$ cat src/include/prbs_consts.svh
`ifndef PRBS_CONSTS_SVH
`define PRBS_CONSTS_SVH

// link and LFSR geometry
`define PRBS_N_CHANNELS 16
`define PRBS_N_PRBS 7
`define PRBS_N_SHIFT_BITS 4
`define PRBS_N_MATCH_BITS 5
`define PRBS_LOCK_COUNT 8

// wishbone widths
`define PRBS_WB_AW 5
`define PRBS_WB_DW 32

// register byte addresses
`define PRBS_REG_CTRL 5'h00
`define PRBS_REG_SEED 5'h04
`define PRBS_REG_STATUS 5'h08
`define PRBS_REG_CORRECT_LO 5'h10
`define PRBS_REG_CORRECT_HI 5'h14
`define PRBS_REG_TOTAL_LO 5'h18
`define PRBS_REG_TOTAL_HI 5'h1C

`endif

$ cat src/design/prbs_pkg.sv
package prbs_pkg;

    // checker operating mode, as written to CTRL[1:0]
    typedef enum logic [1:0] {
        CHK_RESET = 2'b00,
        CHK_ALIGN = 2'b01,
        CHK_TEST  = 2'b10,
        CHK_HOLD  = 2'b11
    } checker_mode_t;

    // read source picked by the bus address
    typedef enum logic [2:0] {
        SEL_CTRL,
        SEL_SEED,
        SEL_STATUS,
        SEL_CORRECT_LO,
        SEL_CORRECT_HI,
        SEL_TOTAL_LO,
        SEL_TOTAL_HI,
        SEL_NONE
    } reg_sel_t;

endpackage

$ cat src/design/prbs_pattern_gen.sv
`timescale 1ns/10ps
`include "prbs_consts.svh"

module prbs_pattern_gen (
    input  logic                        clk,
    input  logic                        reset,
    input  logic                        gen_en,
    input  logic [`PRBS_N_PRBS-1:0]     seed,
    input  logic                        inject_err,
    output logic [`PRBS_N_CHANNELS-1:0] tx_bits
);

    logic [`PRBS_N_PRBS-1:0]     state;
    logic [`PRBS_N_PRBS-1:0]     state_next;
    logic [`PRBS_N_CHANNELS-1:0] word;
    logic                        inject_pend;
    logic                        flip;

    // x^7 + x^6 + 1, bit 0 of the word is the earliest bit on the wire
    always_comb begin
        state_next = state;
        for (int i = 0; i < `PRBS_N_CHANNELS; i++) begin
            word[i] = state_next[6] ^ state_next[5];
            state_next = {state_next[`PRBS_N_PRBS-2:0], word[i]};
        end
    end

    // a pulse arriving now or one still waiting flips the next word
    assign flip = inject_err | inject_pend;

    always_ff @(posedge clk) begin
        if (reset) begin
            state <= '1;
            tx_bits <= '0;
            inject_pend <= 1'b0;
        end else if (!gen_en) begin
            state <= seed;
            tx_bits <= '0;
            inject_pend <= flip;
        end else begin
            state <= state_next;
            tx_bits <= {word[`PRBS_N_CHANNELS-1:1], word[0] ^ flip};
            inject_pend <= 1'b0;
        end
    end

endmodule

$ cat src/design/prbs_checker_core.sv
`timescale 1ns/10ps
`include "prbs_consts.svh"

module prbs_checker_core (
    input  logic                          clk,
    input  logic                          reset,
    input  logic                          cke,
    input  logic [`PRBS_N_PRBS-1:0]       seed,
    input  logic [`PRBS_N_CHANNELS-1:0]   rx_bits,
    input  logic [`PRBS_N_SHIFT_BITS-1:0] rx_shift,
    output logic                          match,
    output logic [`PRBS_N_MATCH_BITS-1:0] match_bits
);

    localparam int match_w = `PRBS_N_MATCH_BITS;

    logic [`PRBS_N_CHANNELS-1:0]   prev_word;
    logic [2*`PRBS_N_CHANNELS-1:0] pair;
    logic [`PRBS_N_CHANNELS-1:0]   window;
    logic [`PRBS_N_CHANNELS-1:0]   ref_word;
    logic [`PRBS_N_CHANNELS-1:0]   eq_bits;
    logic [`PRBS_N_PRBS-1:0]       ref_state;
    logic [`PRBS_N_PRBS-1:0]       ref_next;
    logic [`PRBS_N_MATCH_BITS-1:0] eq_count;

    // older word sits in the low half, so a larger shift looks later in time
    assign pair = {rx_bits, prev_word};
    assign window = pair[rx_shift +: `PRBS_N_CHANNELS];

    // local copy of the transmit sequence
    always_comb begin
        ref_next = ref_state;
        for (int i = 0; i < `PRBS_N_CHANNELS; i++) begin
            ref_word[i] = ref_next[6] ^ ref_next[5];
            ref_next = {ref_next[`PRBS_N_PRBS-2:0], ref_word[i]};
        end
    end

    assign eq_bits = ~(window ^ ref_word);

    always_comb begin
        eq_count = '0;
        for (int i = 0; i < `PRBS_N_CHANNELS; i++) begin
            eq_count = eq_count + match_w'(eq_bits[i]);
        end
    end

    always_ff @(posedge clk) begin
        prev_word <= rx_bits;
    end

    always_ff @(posedge clk) begin
        if (reset) begin
            ref_state <= seed;
            match <= 1'b0;
            match_bits <= '0;
        end else begin
            // holding the reference for a clock slips it one word behind
            if (cke) begin
                ref_state <= ref_next;
            end
            match <= &eq_bits;
            match_bits <= eq_count;
        end
    end

endmodule

$ cat src/design/prbs_checker.sv
`timescale 1ns/10ps
`include "prbs_consts.svh"

module prbs_checker (
    input  logic                          clk,
    input  logic                          reset,
    input  prbs_pkg::checker_mode_t       mode,
    input  logic [`PRBS_N_PRBS-1:0]       seed,
    input  logic [`PRBS_N_CHANNELS-1:0]   rx_bits,
    output logic [`PRBS_N_SHIFT_BITS-1:0] rx_shift,
    output logic                          locked,
    output logic [63:0]                   correct_bits,
    output logic [63:0]                   total_bits
);

    localparam int shift_w = `PRBS_N_SHIFT_BITS;
    localparam int lock_w = $clog2(`PRBS_LOCK_COUNT + 1);

    logic                          core_rst;
    logic                          core_cke;
    logic                          match;
    logic [`PRBS_N_MATCH_BITS-1:0] match_bits;
    logic [1:0]                    err_count;
    logic [lock_w-1:0]             lock_cnt;

    prbs_checker_core core_i (
        .clk        (clk),
        .reset      (core_rst),
        .cke        (core_cke),
        .seed       (seed),
        .rx_bits    (rx_bits),
        .rx_shift   (rx_shift),
        .match      (match),
        .match_bits (match_bits)
    );

    // saturated count means lock; only a checker reset clears it
    assign locked = (lock_cnt == lock_w'(`PRBS_LOCK_COUNT));

    always_ff @(posedge clk) begin
        if (reset || mode == prbs_pkg::CHK_RESET) begin
            core_rst <= 1'b1;
            core_cke <= 1'b0;
            rx_shift <= '1;
            err_count <= '0;
            lock_cnt <= '0;
            correct_bits <= '0;
            total_bits <= '0;
        end else begin
            core_rst <= 1'b0;
            core_cke <= 1'b1;
            if (!locked) begin
                lock_cnt <= match ? lock_cnt + lock_w'(1) : '0;
            end
            case (mode)
                prbs_pkg::CHK_ALIGN: begin
                    correct_bits <= '0;
                    total_bits <= '0;
                    if (match) begin
                        err_count <= '0;
                    end else if (err_count == 2'd3) begin
                        err_count <= '0;
                        // wrap back to the top and let the data catch up one word
                        if (rx_shift == '0) begin
                            rx_shift <= '1;
                            core_cke <= 1'b0;
                        end else begin
                            rx_shift <= rx_shift - shift_w'(1);
                        end
                    end else begin
                        err_count <= err_count + 2'd1;
                    end
                end
                prbs_pkg::CHK_TEST: begin
                    err_count <= '0;
                    correct_bits <= correct_bits + 64'(match_bits);
                    total_bits <= total_bits + 64'(`PRBS_N_CHANNELS);
                end
                default: begin
                    // hold: the core keeps running, counters stay put
                    err_count <= '0;
                end
            endcase
        end
    end

endmodule

$ cat src/design/prbs_wb_regs.sv
`timescale 1ns/10ps
`include "prbs_consts.svh"

module prbs_wb_regs (
    input  logic                          clk,
    input  logic                          reset,
    input  logic                          wb_cyc,
    input  logic                          wb_stb,
    input  logic                          wb_we,
    input  logic [`PRBS_WB_AW-1:0]        wb_adr,
    input  logic [`PRBS_WB_DW-1:0]        wb_dat_w,
    input  logic [3:0]                    wb_sel,
    output logic [`PRBS_WB_DW-1:0]        wb_dat_r,
    output logic                          wb_ack,
    output prbs_pkg::checker_mode_t       mode,
    output logic                          gen_en,
    output logic [`PRBS_N_PRBS-1:0]       seed,
    output logic                          inject_err,
    input  logic [`PRBS_N_SHIFT_BITS-1:0] rx_shift,
    input  logic                          locked,
    input  logic [63:0]                   correct_bits,
    input  logic [63:0]                   total_bits
);

    prbs_pkg::reg_sel_t      sel;
    logic                    req;
    logic                    wr;
    logic [`PRBS_WB_DW-1:0]  rd_data;

    // the ack term keeps one request from being acked twice
    assign req = wb_cyc & wb_stb & ~wb_ack;
    // only full-word writes are honoured
    assign wr = req & wb_we & (&wb_sel);

    always_comb begin
        case (wb_adr)
            `PRBS_REG_CTRL:       sel = prbs_pkg::SEL_CTRL;
            `PRBS_REG_SEED:       sel = prbs_pkg::SEL_SEED;
            `PRBS_REG_STATUS:     sel = prbs_pkg::SEL_STATUS;
            `PRBS_REG_CORRECT_LO: sel = prbs_pkg::SEL_CORRECT_LO;
            `PRBS_REG_CORRECT_HI: sel = prbs_pkg::SEL_CORRECT_HI;
            `PRBS_REG_TOTAL_LO:   sel = prbs_pkg::SEL_TOTAL_LO;
            `PRBS_REG_TOTAL_HI:   sel = prbs_pkg::SEL_TOTAL_HI;
            default:              sel = prbs_pkg::SEL_NONE;
        endcase
    end

    always_comb begin
        case (sel)
            // inject bit 3 always reads as zero
            prbs_pkg::SEL_CTRL:       rd_data = {{(`PRBS_WB_DW-3){1'b0}}, gen_en, mode};
            prbs_pkg::SEL_SEED:       rd_data = {{(`PRBS_WB_DW-`PRBS_N_PRBS){1'b0}}, seed};
            prbs_pkg::SEL_STATUS:     rd_data = {{(`PRBS_WB_DW-5){1'b0}}, locked, rx_shift};
            prbs_pkg::SEL_CORRECT_LO: rd_data = correct_bits[31:0];
            prbs_pkg::SEL_CORRECT_HI: rd_data = correct_bits[63:32];
            prbs_pkg::SEL_TOTAL_LO:   rd_data = total_bits[31:0];
            prbs_pkg::SEL_TOTAL_HI:   rd_data = total_bits[63:32];
            default:                  rd_data = '0;
        endcase
    end

    always_ff @(posedge clk) begin
        if (req) begin
            wb_dat_r <= rd_data;
        end
    end

    always_ff @(posedge clk) begin
        if (reset) begin
            wb_ack <= 1'b0;
            mode <= prbs_pkg::CHK_RESET;
            gen_en <= 1'b0;
            seed <= 7'h7F;
            inject_err <= 1'b0;
        end else begin
            wb_ack <= req;
            inject_err <= wr && sel == prbs_pkg::SEL_CTRL && wb_dat_w[3];
            if (wr && sel == prbs_pkg::SEL_CTRL) begin
                mode <= prbs_pkg::checker_mode_t'(wb_dat_w[1:0]);
                gen_en <= wb_dat_w[2];
            end
            // a zero seed would lock the LFSR up, so it is dropped
            if (wr && sel == prbs_pkg::SEL_SEED && wb_dat_w[`PRBS_N_PRBS-1:0] != '0) begin
                seed <= wb_dat_w[`PRBS_N_PRBS-1:0];
            end
        end
    end

endmodule

$ cat src/design/prbs_bist_top.sv
`timescale 1ns/10ps
`include "prbs_consts.svh"

module prbs_bist_top (
    input  logic                        clk,
    input  logic                        reset,
    input  logic                        wb_cyc,
    input  logic                        wb_stb,
    input  logic                        wb_we,
    input  logic [`PRBS_WB_AW-1:0]      wb_adr,
    input  logic [`PRBS_WB_DW-1:0]      wb_dat_w,
    input  logic [3:0]                  wb_sel,
    output logic [`PRBS_WB_DW-1:0]      wb_dat_r,
    output logic                        wb_ack,
    output logic [`PRBS_N_CHANNELS-1:0] tx_bits,
    input  logic [`PRBS_N_CHANNELS-1:0] rx_bits
);

    prbs_pkg::checker_mode_t       mode;
    logic                          gen_en;
    logic                          inject_err;
    logic [`PRBS_N_PRBS-1:0]       seed;
    logic [`PRBS_N_SHIFT_BITS-1:0] rx_shift;
    logic                          locked;
    logic [63:0]                   correct_bits;
    logic [63:0]                   total_bits;

    prbs_wb_regs regs_i (
        .clk          (clk),
        .reset        (reset),
        .wb_cyc       (wb_cyc),
        .wb_stb       (wb_stb),
        .wb_we        (wb_we),
        .wb_adr       (wb_adr),
        .wb_dat_w     (wb_dat_w),
        .wb_sel       (wb_sel),
        .wb_dat_r     (wb_dat_r),
        .wb_ack       (wb_ack),
        .mode         (mode),
        .gen_en       (gen_en),
        .seed         (seed),
        .inject_err   (inject_err),
        .rx_shift     (rx_shift),
        .locked       (locked),
        .correct_bits (correct_bits),
        .total_bits   (total_bits)
    );

    prbs_pattern_gen gen_i (
        .clk        (clk),
        .reset      (reset),
        .gen_en     (gen_en),
        .seed       (seed),
        .inject_err (inject_err),
        .tx_bits    (tx_bits)
    );

    prbs_checker checker_i (
        .clk          (clk),
        .reset        (reset),
        .mode         (mode),
        .seed         (seed),
        .rx_bits      (rx_bits),
        .rx_shift     (rx_shift),
        .locked       (locked),
        .correct_bits (correct_bits),
        .total_bits   (total_bits)
    );

endmodule

$ cat config.mk
export PLATFORM = sky130hd
export DESIGN_NAME = prbs_bist_top
export DESIGN_NICKNAME = d
export VERILOG_FILES = /design/src/design/prbs_pkg.sv /design/src/design/prbs_pattern_gen.sv /design/src/design/prbs_checker_core.sv /design/src/design/prbs_checker.sv /design/src/design/prbs_wb_regs.sv /design/src/design/prbs_bist_top.sv
export VERILOG_INCLUDE_DIRS = /design/src /design/src/include
export SDC_FILE = /design/constraint.sdc
export NUM_CORES = 1
export LEC_CHECK = 0
export ABC_AREA = 1
export BUFFER_PORTS_ARGS = -buffer_cell sky130_fd_sc_hd__buf_2
export CELL_PAD_IN_SITES_DETAIL_PLACEMENT = 0
export CELL_PAD_IN_SITES_GLOBAL_PLACEMENT = 2
export CORE_MARGIN = 5
export CORE_UTILIZATION = 36
export CTS_CLUSTER_DIAMETER = 200
export DETAILED_ROUTE_END_ITERATION = 8
export PLACE_DENSITY = 0.88
export SLEW_MARGIN = 5
export SYNTH_ARGS = -nofsm -noshare
export SYNTH_HDL_FRONTEND = slang
export SYNTH_HIERARCHICAL = 1
export SYNTH_SLANG_ARGS = --single-unit
$ cat constraint.sdc
create_clock -name clk -period 10.55 [get_ports clk]
set_clock_uncertainty 0.15 [all_clocks]
set_input_delay 1.5825 -clock clk [delete_from_list [all_inputs] [get_ports clk]]
set_output_delay 1.5825 -clock clk [all_outputs]
set_load 0.005 [all_outputs]
==> results.sh, run 1 <==
export IMPL_outcome="completed"
export IMPL_regArea_sq_um=5050
export IMPL_vias=13800
export IMPL_p_leak_nw=6.19
export IMPL_maxSlewViolCount=0
export IMPL_ys_types=53
export IMPL_antenna_found_initial=0
export IMPL_num_rows=72
export IMPL_die_width_microns=208
export IMPL_synth_area_sq_um=14100
export IMPL_vdd_drop_max_mv=0.115
export IMPL_drtAntennaViolNets=0
export IMPL_multi_input_area_sq_um=7860
export IMPL_placed_cell_area_sq_um=14900
export IMPL_vias_per_cell=5.02
export IMPL_ios=111
export IMPL_antenna_cells=0
export IMPL_tns_ns=0
export IMPL_synth_area_leaders="dfxtp_1 28%, nand2_1 18%, nand3_1 8.4%, edfxtp_1 8.3%, nor2_1 7.7%"
export IMPL_grt_pass1_wl_microns=72100
export IMPL_io_buffers=85
export IMPL_timing_final_crit_share=0.517
export IMPL_htree_levels=1
export IMPL_start_util=0.364
export IMPL_cts_tree="built"
export IMPL_cts_buffer_depth=3
export IMPL_grt_use_total=0.205
export IMPL_critPathCaptureType="flop"
export IMPL_instances_no_fill=2747
export IMPL_placed_cells=2694
export IMPL_criticalPathCategory="flop to flop"
export IMPL_drt_iter0_drc=988
export IMPL_worstSetupStartpointType="flop"
export IMPL_place_gp_congestion=0.918
export IMPL_drcViolationCount=0
export IMPL_cts_root_buf="clkbuf_16"
export IMPL_grt_pass1_vias=12900
export IMPL_cp_required_ns=10.89
export IMPL_syn_inst=2140
export IMPL_yosysTopAreaCell="dfxtp_1"
export IMPL_cts_setup_buffers=0
export IMPL_cellPowerDensity_nw_per_um2=128
export IMPL_hp_class="flop to flop"
export IMPL_fmax_ghz=0.183
export IMPL_syn_area_per_cell_sq_um=6.58
export IMPL_cap_violations=0
export IMPL_grt_max_degree=65
export IMPL_finalHoldViolCount=0
export IMPL_rsz0062_at_grt="false"
export IMPL_clk_pin_slew_ns=0.06
export IMPL_synth_top_area_frac=0.276
export IMPL_clock_sinks=233
export IMPL_slew_headroom=0.292
export IMPL_num_fill_cells=4191
export IMPL_drive_gt1_frac=0.112
export IMPL_dpl_hpwl_microns=35100
export IMPL_worst_path_max_fanout=30
export IMPL_finish_utilization=0.409
export IMPL_cts_repair_resize_count=0
export IMPL_cts_inserted_buffers=29
export IMPL_dr_pass1_iters=5
export IMPL_grt_ovfl_total=0
export IMPL_design_area_sq_um=15800
export IMPL_hold_buffers=0
export IMPL_die_area_sq_um=43200
export IMPL_die_h_microns=208
export IMPL_clk_latency_ns=0.57
export IMPL_yosysWarnings=6
export IMPL_wl_per_cell_microns=16.7
export IMPL_final_setup_viol_count=0
export IMPL_layout_min_cycle_time_ns=5.46
export IMPL_final_nets=2299
export IMPL_ys_seq_elements=233
export IMPL_area_growth_syn_to_layout_pct=12.4
export IMPL_ys_seq_area_frac=0.359
export IMPL_worstMarginPinSlew_ns=1.06
export IMPL_worstPathArrival_ns=5.79
export IMPL_core_area_sq_um=38600
export IMPL_routed_wl_microns=45800
[routing by layer]
metal	wire (microns)	part of all wire	global-route usage	vias to the layer above
met5	0	0	0	-
met1	21300	0.46	0.283	6383
li1	-	-	-	7030
met4	957	0.021	0.0433	0
met2	21100	0.46	0.343	322
met3	2450	0.054	0.0313	58
[final timing paths]
check | start | endpoint | slack, ns | cells after the start
setup / recovery | checker_i/rx_shift[0] | checker_i/core_i/match_bits[4] | 5.09 | 21
setup reg to reg | checker_i/rx_shift[0] | checker_i/core_i/match_bits[4] | 5.09 | 21
hold / removal | checker_i/err_count[0] | checker_i/err_count[0] | 0.27 | 1
hold reg to reg | checker_i/err_count[0] | checker_i/err_count[0] | 0.27 | 1
[cell type report]
class	count	area share
Clock inverter	18	0.0112
Clock buffer	35	0.0485
Timing Repair Buffer	91	0.0297
Tap cell	518	0.0410
Inverter	224	0.0533
Multi-Input combinational cell	1628	0.497
Sequential cell	233	0.319
[state kept, by name, summed over array words and instances (netlist names), 2 cells and up]
register                     flops
gen_i/tx_bits                   16
gen_i/state                      7
regs_i/seed                      7
checker_i/core_i/match_bits      5
checker_i/total_bits            60
checker_i/core_i/ref_state       7
regs_i/wb_dat_r                 32
checker_i/rx_shift               4
checker_i/err_count              2
checker_i/correct_bits          64
regs_i/mode                      2
checker_i/lock_cnt               4
checker_i/core_i/prev_word      16
[power breakdown]
group | switching, mW | internal [mW]
logic | 0.0742 | 0.0485
clock network | 0.412 | 0.572
registers | 0.00377 | 0.911
total | 0.490 | 1.53
[layout by cell type, fill, tap and decap left out, types with 4 or more instances in the layout]
cell type,Yosys,final
edfxtp_1,39,39
buf_2,29,85
nor3_1,29,29
nand3_1,237,237
nor2_2,28,28
inv_1,201,201
nor2_4,17,18
nand4_1,64,64
nor2_1,287,286
clkinv_4,0,6
nand3b_1,13,13
inv_2,19,19
fa_1,11,11
nor3b_1,8,8
nand3_2,5,5
nand2_1,674,674
conb_1,1,4
buf_4,11,6
nor4_1,6,6
clkinv_2,0,5
xnor2_1,13,13
clkbuf_1,7,4
dfxtp_1,194,194
a21oi_1,99,99
o21ai_0,51,51
ha_1,19,19
clkbuf_16,0,29
or2_2,4,4
xor2_1,6,6
nand2_2,18,18
[worst max-delay path, cell delays in order, from the launching register on]
cell     delay, ns
dfxtp_1       0.65
buf_4         0.36
inv_2         0.27
nand2_1       0.17
nand3_1       0.14
nand3_1       0.16
nand3_1       0.12
nand2_1       0.10
nand2_1       0.05
nand2_1       0.11
inv_1         0.07
fa_1          0.49
fa_1          0.51
inv_1         0.06
fa_1          0.52
fa_1          0.57
ha_1          0.18
inv_1         0.06
fa_1          0.35
inv_1         0.09
a21oi_1       0.08
nor3_1        0.14
[cell usage after synthesis (all sizes together)]
cell type    n
a31oi        3
xor2         6
a211oi       3
a2bb2oi      2
conb         1
fa          11
and2         2
ha          19
buf         48
o21ai       57
nand3      245
or2          4
dfxtp      194
a21o         1
nand3b      14
clkinv       3
nor4         6
nor3        33
nor3b        8
nor2       332
a21oi       99
xnor2       17
o21bai       1
inv        221
nand2      693
nor2b        1
nand4       64
clkbuf      10
a2111oi      1
o21a         1
edfxtp      39
and3         1
[cells by family after synthesis]
kind of cell               share of synthesized area
AOI/OAI and AO/OA                             0.0632
xor gates and xnor gates                      0.0172
adders and majority gates                     0.0325
buffers and inverters                         0.0839
DFF                                            0.359
other                                       0.000266
and+or+nand+nor                                0.444
[stage by stage]
step	power [mW]	hold WS, ns	setup WS [ns]
detailed placement	1.06	0.263	4.80
floorplan	1.02	0.248	5.27
finish	2.02	0.272	5.09
global route	2.11	0.299	4.72
global placement	1.06	0.257	4.85
CTS	2.05	0.270	5.09
(Power assumes the default switching activity.)
==> inputs of run 2 (changes only) <==
--- a/config.mk
+++ b/config.mk
@@ -11,10 +11,10 @@
 export CELL_PAD_IN_SITES_DETAIL_PLACEMENT = 0
 export CELL_PAD_IN_SITES_GLOBAL_PLACEMENT = 2
 export CORE_MARGIN = 5
-export CORE_UTILIZATION = 36
+export CORE_UTILIZATION = 30
 export CTS_CLUSTER_DIAMETER = 200
 export DETAILED_ROUTE_END_ITERATION = 8
-export PLACE_DENSITY = 0.88
+export PLACE_DENSITY = 0.79
 export SLEW_MARGIN = 5
 export SYNTH_ARGS = -nofsm -noshare
 export SYNTH_HDL_FRONTEND = slang
==> constraint.sdc (replaced) <==
create_clock -name clk -period 4.5 [get_ports clk]
set_clock_uncertainty 0.15 [all_clocks]
set_input_delay 0.675 -clock clk [delete_from_list [all_inputs] [get_ports clk]]
set_output_delay 0.675 -clock clk [all_outputs]
set_load 0.005 [all_outputs]
==> run 2 against run 1 <==
  * Clock power grew to 2.6 times the previous value
  * Global-route usage shrank 1.8 points
  * Routed wire length grew 8.7%
  * Fmax grew 22%
  * Utilization shrank 3.7 points
  * Final area grew 9.5%
  * Sequential power grew 130%
  * Worst setup slack lost 5.1 ns
  * Register-to-register slack lost 5.1 ns
  * Combinational power grew to 3.1 times the previous value
  * Sequential share of layout area shrank 2.7 points
  * Largest cell class unchanged
  * Highest routed layer unchanged
==> results.sh, run 2 (synthesis results as in run 1) <==
export IMPL_worst_path_max_fanout=7
export IMPL_vdd_drop_max_mv=0.269
export IMPL_vias_per_cell=4.91
export IMPL_cts_root_buf="clkbuf_16"
export IMPL_place_gp_congestion=0.890
export IMPL_grt_pass1_wl_microns=76300
export IMPL_grt_max_degree=46
export IMPL_drtAntennaViolNets=0
export IMPL_criticalPathCategory="flop to flop"
export IMPL_finish_utilization=0.373
export IMPL_grt_use_total=0.187
export IMPL_layout_min_cycle_time_ns=4.48
export IMPL_p_leak_nw=6.89
export IMPL_core_area_sq_um=46500
export IMPL_worstSetupStartpointType="flop"
export IMPL_tns_ns=0
export IMPL_critPathCaptureType="flop"
export IMPL_outcome="completed"
export IMPL_final_setup_viol_count=0
export IMPL_finalHoldViolCount=0
export IMPL_final_nets=2383
export IMPL_power_mw=5.12
export IMPL_largest_reg_flops=64
export IMPL_start_util=0.303
export IMPL_area_growth_syn_to_layout_pct=23.1
export IMPL_num_fill_cells=4988
export IMPL_slew_headroom=0.457
export IMPL_hold_buffers=0
export IMPL_io_buffers=85
export IMPL_worstMarginPinSlew_ns=0.813
export IMPL_rsz0062_at_grt="true"
export IMPL_cellPowerDensity_nw_per_um2=296
export IMPL_drcViolationCount=0
export IMPL_die_width_microns=227
export IMPL_vias=14400
export IMPL_maxSlewViolCount=0
export IMPL_antenna_cells=0
export IMPL_htree_levels=1
export IMPL_num_rows=79
export IMPL_die_h_microns=227
export IMPL_ios=111
export IMPL_dpl_hpwl_microns=38000
export IMPL_timing_final_crit_share=0.997
export IMPL_cap_violations=0
export IMPL_final_cell_mix="645 x nand2_1, 286 x nor2_1, 193 x inv_1"
export IMPL_grt_ovfl_total=0
export IMPL_cp_required_ns=4.80
export IMPL_timing_final_ws_setup_ns=0.0150
export IMPL_clock_sinks=233
export IMPL_hp_class="input pin to flop"
export IMPL_drive_gt1_frac=0.190
export IMPL_cts_buffer_depth=3
export IMPL_worstPathArrival_ns=4.79
export IMPL_final_common_cell="nand2_1"
export IMPL_antenna_found_initial=0
export IMPL_cts_inserted_buffers=30
export IMPL_regMostFlops="checker_i/correct_bits"
export IMPL_drt_iter0_drc=869
export IMPL_dr_pass1_iters=5
export IMPL_clk_latency_ns=0.58
export IMPL_fmax_ghz=0.223
export IMPL_wl_per_cell_microns=17.0
export IMPL_clk_pin_slew_ns=0.06
export IMPL_routed_wl_microns=49700
export IMPL_die_area_sq_um=51400
export IMPL_cts_tree="built"
export IMPL_grt_pass1_vias=13600
export IMPL_place_ws_ns=-0.333
export IMPL_reg_largest_list="checker_i/correct_bits (64), checker_i/total_bits (60), regs_i/wb_dat_r (32)"
[run 2: critical path: stages (launching register included)]
cell	delay [ns]
dfxtp_4	0.46
inv_8	0.07
clkbuf_16	0.17
nand2_2	0.09
nand3_2	0.08
nand3_1	0.11
nand3_2	0.08
nand2_2	0.11
xnor2_2	0.08
fa_1	0.51
inv_1	0.06
fa_2	0.57
inv_2	0.04
fa_2	0.53
fa_1	0.43
ha_2	0.21
buf_4	0.14
a21o_1	0.16
a21oi_2	0.15
buf_4	0.12
a21oi_1	0.05
[run 2: repair_timing]
action,in CTS,in global routing
buffers inserted,4,9
endpoints found under the setup margin,4,4
pin swaps,18,8
cloned,1,4
gates resized for setup,58,76
[run 2: metal layers]
layer / wire length [microns] / track usage
met1: 23400 / 0.257
met2: 22900 / 0.314
met3: 2140 / 0.0233
met4: 1280 / 0.0456
met5: 0 / 0
[run 2: worst paths after layout]
path / start / endpoint / slack (ns) / cells after the start
max: checker_i/rx_shift[0] / checker_i/core_i/match_bits[3] / 0.02 / 20
min: rx_bits[15] / checker_i/core_i/prev_word[15] / 0.06 / 1
max reg2reg: checker_i/rx_shift[0] / checker_i/core_i/match_bits[3] / 0.02 / 20
min reg2reg: checker_i/err_count[0] / checker_i/err_count[0] / 0.28 / 1
[run 2: layout make-up]
cell class	instances	area (sq um)	share of cell area
clock buffer	38	833	0.0481
clock inverter	18	226	0.0131
inverter	224	853	0.0492
multi-input combinational	1628	8320	0.480
sequential	233	5060	0.292
tap	607	759	0.0438
timing repair buffer	174	1270	0.0736
[run 2: metrics by stage]
step,hold slack (ns),instances,cell area [sq um]
2_1_floorplan,0.248,2143,14100
3_3_place_gp,0.255,2848,15600
3_5_place_dp,0.275,2848,15600
4_1_cts,0.0293,2909,16900
5_1_grt,0.0370,2922,17300
6_report,0.0587,2922,17300
[run 2: power breakdown]
part           internal, mW  leakage, nW  switching (mW)
sequential             2.14         1.91          0.0113
clock                  1.59        0.521           0.997
combinational         0.175         4.46           0.210
total                  3.90         6.89            1.22
==> inputs of run 3 (changes only) <==
--- a/config.mk
+++ b/config.mk
@@ -6,15 +6,14 @@
 export SDC_FILE = /design/constraint.sdc
 export NUM_CORES = 1
 export LEC_CHECK = 0
-export ABC_AREA = 1
 export BUFFER_PORTS_ARGS = -buffer_cell sky130_fd_sc_hd__buf_2
 export CELL_PAD_IN_SITES_DETAIL_PLACEMENT = 0
 export CELL_PAD_IN_SITES_GLOBAL_PLACEMENT = 2
 export CORE_MARGIN = 5
-export CORE_UTILIZATION = 30
+export CORE_UTILIZATION = 35
 export CTS_CLUSTER_DIAMETER = 200
 export DETAILED_ROUTE_END_ITERATION = 8
-export PLACE_DENSITY = 0.79
+export PLACE_DENSITY = 0.8
 export SLEW_MARGIN = 5
 export SYNTH_ARGS = -nofsm -noshare
 export SYNTH_HDL_FRONTEND = slang
==> run 3 against run 2 <==
  * Largest power group unchanged
  * The run now ends with negative setup slack left
  * Worst hold slack gained 0.025 ns
  * Synthesized cell count down 41%
  * Fmax shrank 8.6%
  * Sequential share of layout area grew 6.0 points
==> results.sh, run 3 <==
export IMPL_power_frac_comb=0.078
export IMPL_power_mw=4.74
export IMPL_design_area_sq_um=14400
export IMPL_clock_sinks=233
export IMPL_routed_wl_microns=35800
export IMPL_cts_inserted_buffers=28
export IMPL_cp_top_family="adder cells"
export IMPL_die_area_sq_um=38600
export IMPL_antenna_cells=0
export IMPL_power_switching_mw=1.10
export IMPL_finish_utilization=0.418
export IMPL_clk_latency_ns=0.55
export IMPL_cts_tree="built"
export IMPL_drt_iter0_drc=631
export IMPL_num_rows=68
export IMPL_final_setup_viol_count=5
export IMPL_cp_num_buf_inv=3
export IMPL_ys_async_sr_fraction=0
export IMPL_grt_ovfl_total=0
export IMPL_syn_area_per_cell_sq_um=9.66
export IMPL_wl_per_cell_microns=19.4
export IMPL_synth_ff_type="dfxtp_1"
export IMPL_cap_violations=0
export IMPL_ios=111
export IMPL_drcViolationCount=0
export IMPL_final_common_cell="dfxtp_1"
export IMPL_placed_cell_area_sq_um=13400
export IMPL_worst_path_max_delay_cell="mux4_2"
export IMPL_violations="negative setup slack"
export IMPL_area_growth_syn_to_layout_pct=18.2
export IMPL_core_area_sq_um=34500
export IMPL_grt_max_degree=34
export IMPL_num_fill_cells=3425
export IMPL_switching_share=0.232
export IMPL_power_internal_mw=3.64
export IMPL_ys_seq_area_frac=0.415
export IMPL_yosysWarnings=6
export IMPL_cts_buffer_depth=3
export IMPL_regMostFlops="checker_i/correct_bits"
export IMPL_finalHoldViolCount=0
export IMPL_outcome="finished, violations left"
export IMPL_yosys_top_cells_count="194 x dfxtp_1, 113 x nor2_1, 101 x nand2_1"
export IMPL_cellPowerDensity_nw_per_um2=330
export IMPL_vias=10100
export IMPL_vdd_drop_max_mv=0.234
export IMPL_crit_start="checker_i/rx_shift[0]"
export IMPL_antenna_found_initial=0
export IMPL_clkPwrFrac=0.469
export IMPL_clk_pin_slew_ns=0.06
export IMPL_syn_inst=1260
export IMPL_yosysTopAreaCell="dfxtp_1"
export IMPL_r2r_start="checker_i/rx_shift[0]"
export IMPL_worstPathArrival_ns=5.16
export IMPL_timing_final_crit_share=1.09
export IMPL_critPathCaptureType="flop"
export IMPL_io_buffers=85
export IMPL_drive_gt1_frac=0.199
export IMPL_dr_pass1_iters=5
export IMPL_reg_largest_list="checker_i/correct_bits (64), checker_i/total_bits (60), regs_i/wb_dat_r (32)"
export IMPL_drtAntennaViolNets=0
export IMPL_min_from="rx_bits[15]"
export IMPL_fmax_ghz=0.204
export IMPL_cp_cell_sequence="buf_6 > mux4_2 > mux4_2 > xnor2_2 > fa_1 > fa_1 > inv_1 > fa_2 > fa_1 > ha_4 > inv_2 > fa_2 > nor2_1"
export IMPL_place_gp_congestion=0.831
export IMPL_hold_buffers=0
export IMPL_rsz0062_at_grt="true"
export IMPL_synth_area_sq_um=12200
export IMPL_timing_final_ws_setup_ns=-0.408
export IMPL_vias_per_cell=5.48
export IMPL_dpl_hpwl_microns=26200
export IMPL_final_cell_mix="192 x dfxtp_1, 108 x nor2_1, 101 x nand2_1"
export IMPL_layout_min_cycle_time_ns=4.91
export IMPL_start_util=0.353
export IMPL_hold_ws_ns=0.0841
export IMPL_die_width_microns=196
export IMPL_hp_class="input pin to flop"
export IMPL_grt_pass1_vias=9862
export IMPL_largest_reg_flops=64
export IMPL_cp_required_ns=4.75
export IMPL_grt_pass1_wl_microns=56100
export IMPL_worst_path_max_fanout=7
export IMPL_tns_ns=-1.65
export IMPL_cts_root_buf="clkbuf_16"
export IMPL_maxSlewViolCount=0
export IMPL_synth_edf_count=39
export IMPL_synth_area_leaders="dfxtp_1 32%, edfxtp_1 9.6%, mux4_2 6.5%, xor2_1 4.7%, a22oi_1 3.6%"
export IMPL_cpPeakStageDelay_ns=0.55
export IMPL_grt_use_total=0.180
export IMPL_placed_cells=1790
export IMPL_worstSetupStartpointType="flop"
export IMPL_slew_headroom=0.195
export IMPL_ys_types=69
export IMPL_ys_seq_elements=233
export IMPL_criticalPathCategory="flop to flop"
export IMPL_synth_most_common_cell="dfxtp_1"
export IMPL_worstMarginPinSlew_ns=1.20
export IMPL_synth_top_area_frac=0.319
export IMPL_crit_top_cell="fa_1"
export IMPL_p_leak_nw=4.83
export IMPL_die_h_microns=196
export IMPL_htree_levels=1
export IMPL_instances_no_fill=1846
export IMPL_final_nets=1462
export IMPL_place_ws_ns=-0.736
export IMPL_seq_power_share=0.452
[run 3: cells by family after synthesis]
logic type                 count (synthesis)  synth area share
other                                      1          0.000308
muxes                                     52            0.0834
DFF                                      233             0.415
buffers and inverters                    107            0.0384
AOI/OAI and AO/OA                        261             0.139
xor gates and xnor gates                 109            0.0791
and+or+nand+nor                          467             0.207
adders and majority gates                 30            0.0376
[run 3: timing repair]
item,CTS,global route
gates resized for setup,5,5
setup buffers,3,2
endpoints found under the setup margin,5,5
hold endpoints to repair,0,0
pin swaps,0,1
[run 3: final cells by class]
class / instances / area [sq um] / share of cell area
sequential: 233 / 5060 / 0.352
tap: 455 / 569 / 0.0396
multi-input combinational: 923 / 6780 / 0.471
clock inverter: 14 / 125 / 0.00869
timing repair buffer: 144 / 926 / 0.0643
inverter: 40 / 150 / 0.0104
clock buffer: 37 / 776 / 0.0539
[run 3: metal layers]
layer | global-route usage | part of all wire | wire length [microns]
met5 | 0 | 0 | 0
met4 | 0.0546 | 0.028 | 1010
met3 | 0.0253 | 0.044 | 1570
met2 | 0.300 | 0.48 | 17000
met1 | 0.244 | 0.45 | 16200
[run 3: final timing paths]
check	end	slack, ns	cells past startpoint
worst max-delay path	checker_i/core_i/match_bits[1]	-0.41	13
worst min-delay path	checker_i/core_i/prev_word[15]	0.08	1
worst max register to register	checker_i/core_i/match_bits[1]	-0.41	13
worst min register to register	checker_i/err_count[0]	0.28	1
[run 3: worst register-to-register path: cells and delay by family, from the launching register on]
kind | cells | cell delay [ns]
xor+xnor | 1 | 0.17
fa+ha+maj | 6 | 2.67
buf+inv | 3 | 0.25
flops | 1 | 0.42
mux | 2 | 1.07
simple gates | 1 | 0.04
[run 3: power groups by stage]
stage                     logic [mW]  registers [mW]  clock network, mW
final                          0.372            2.15               2.23
after CTS                      0.366            2.15               2.29
after global routing           0.416            2.15               2.37
after detailed placement       0.363            2.19                  0
after floorplan                0.225            2.19                  0
after global placement         0.354            2.19                  0
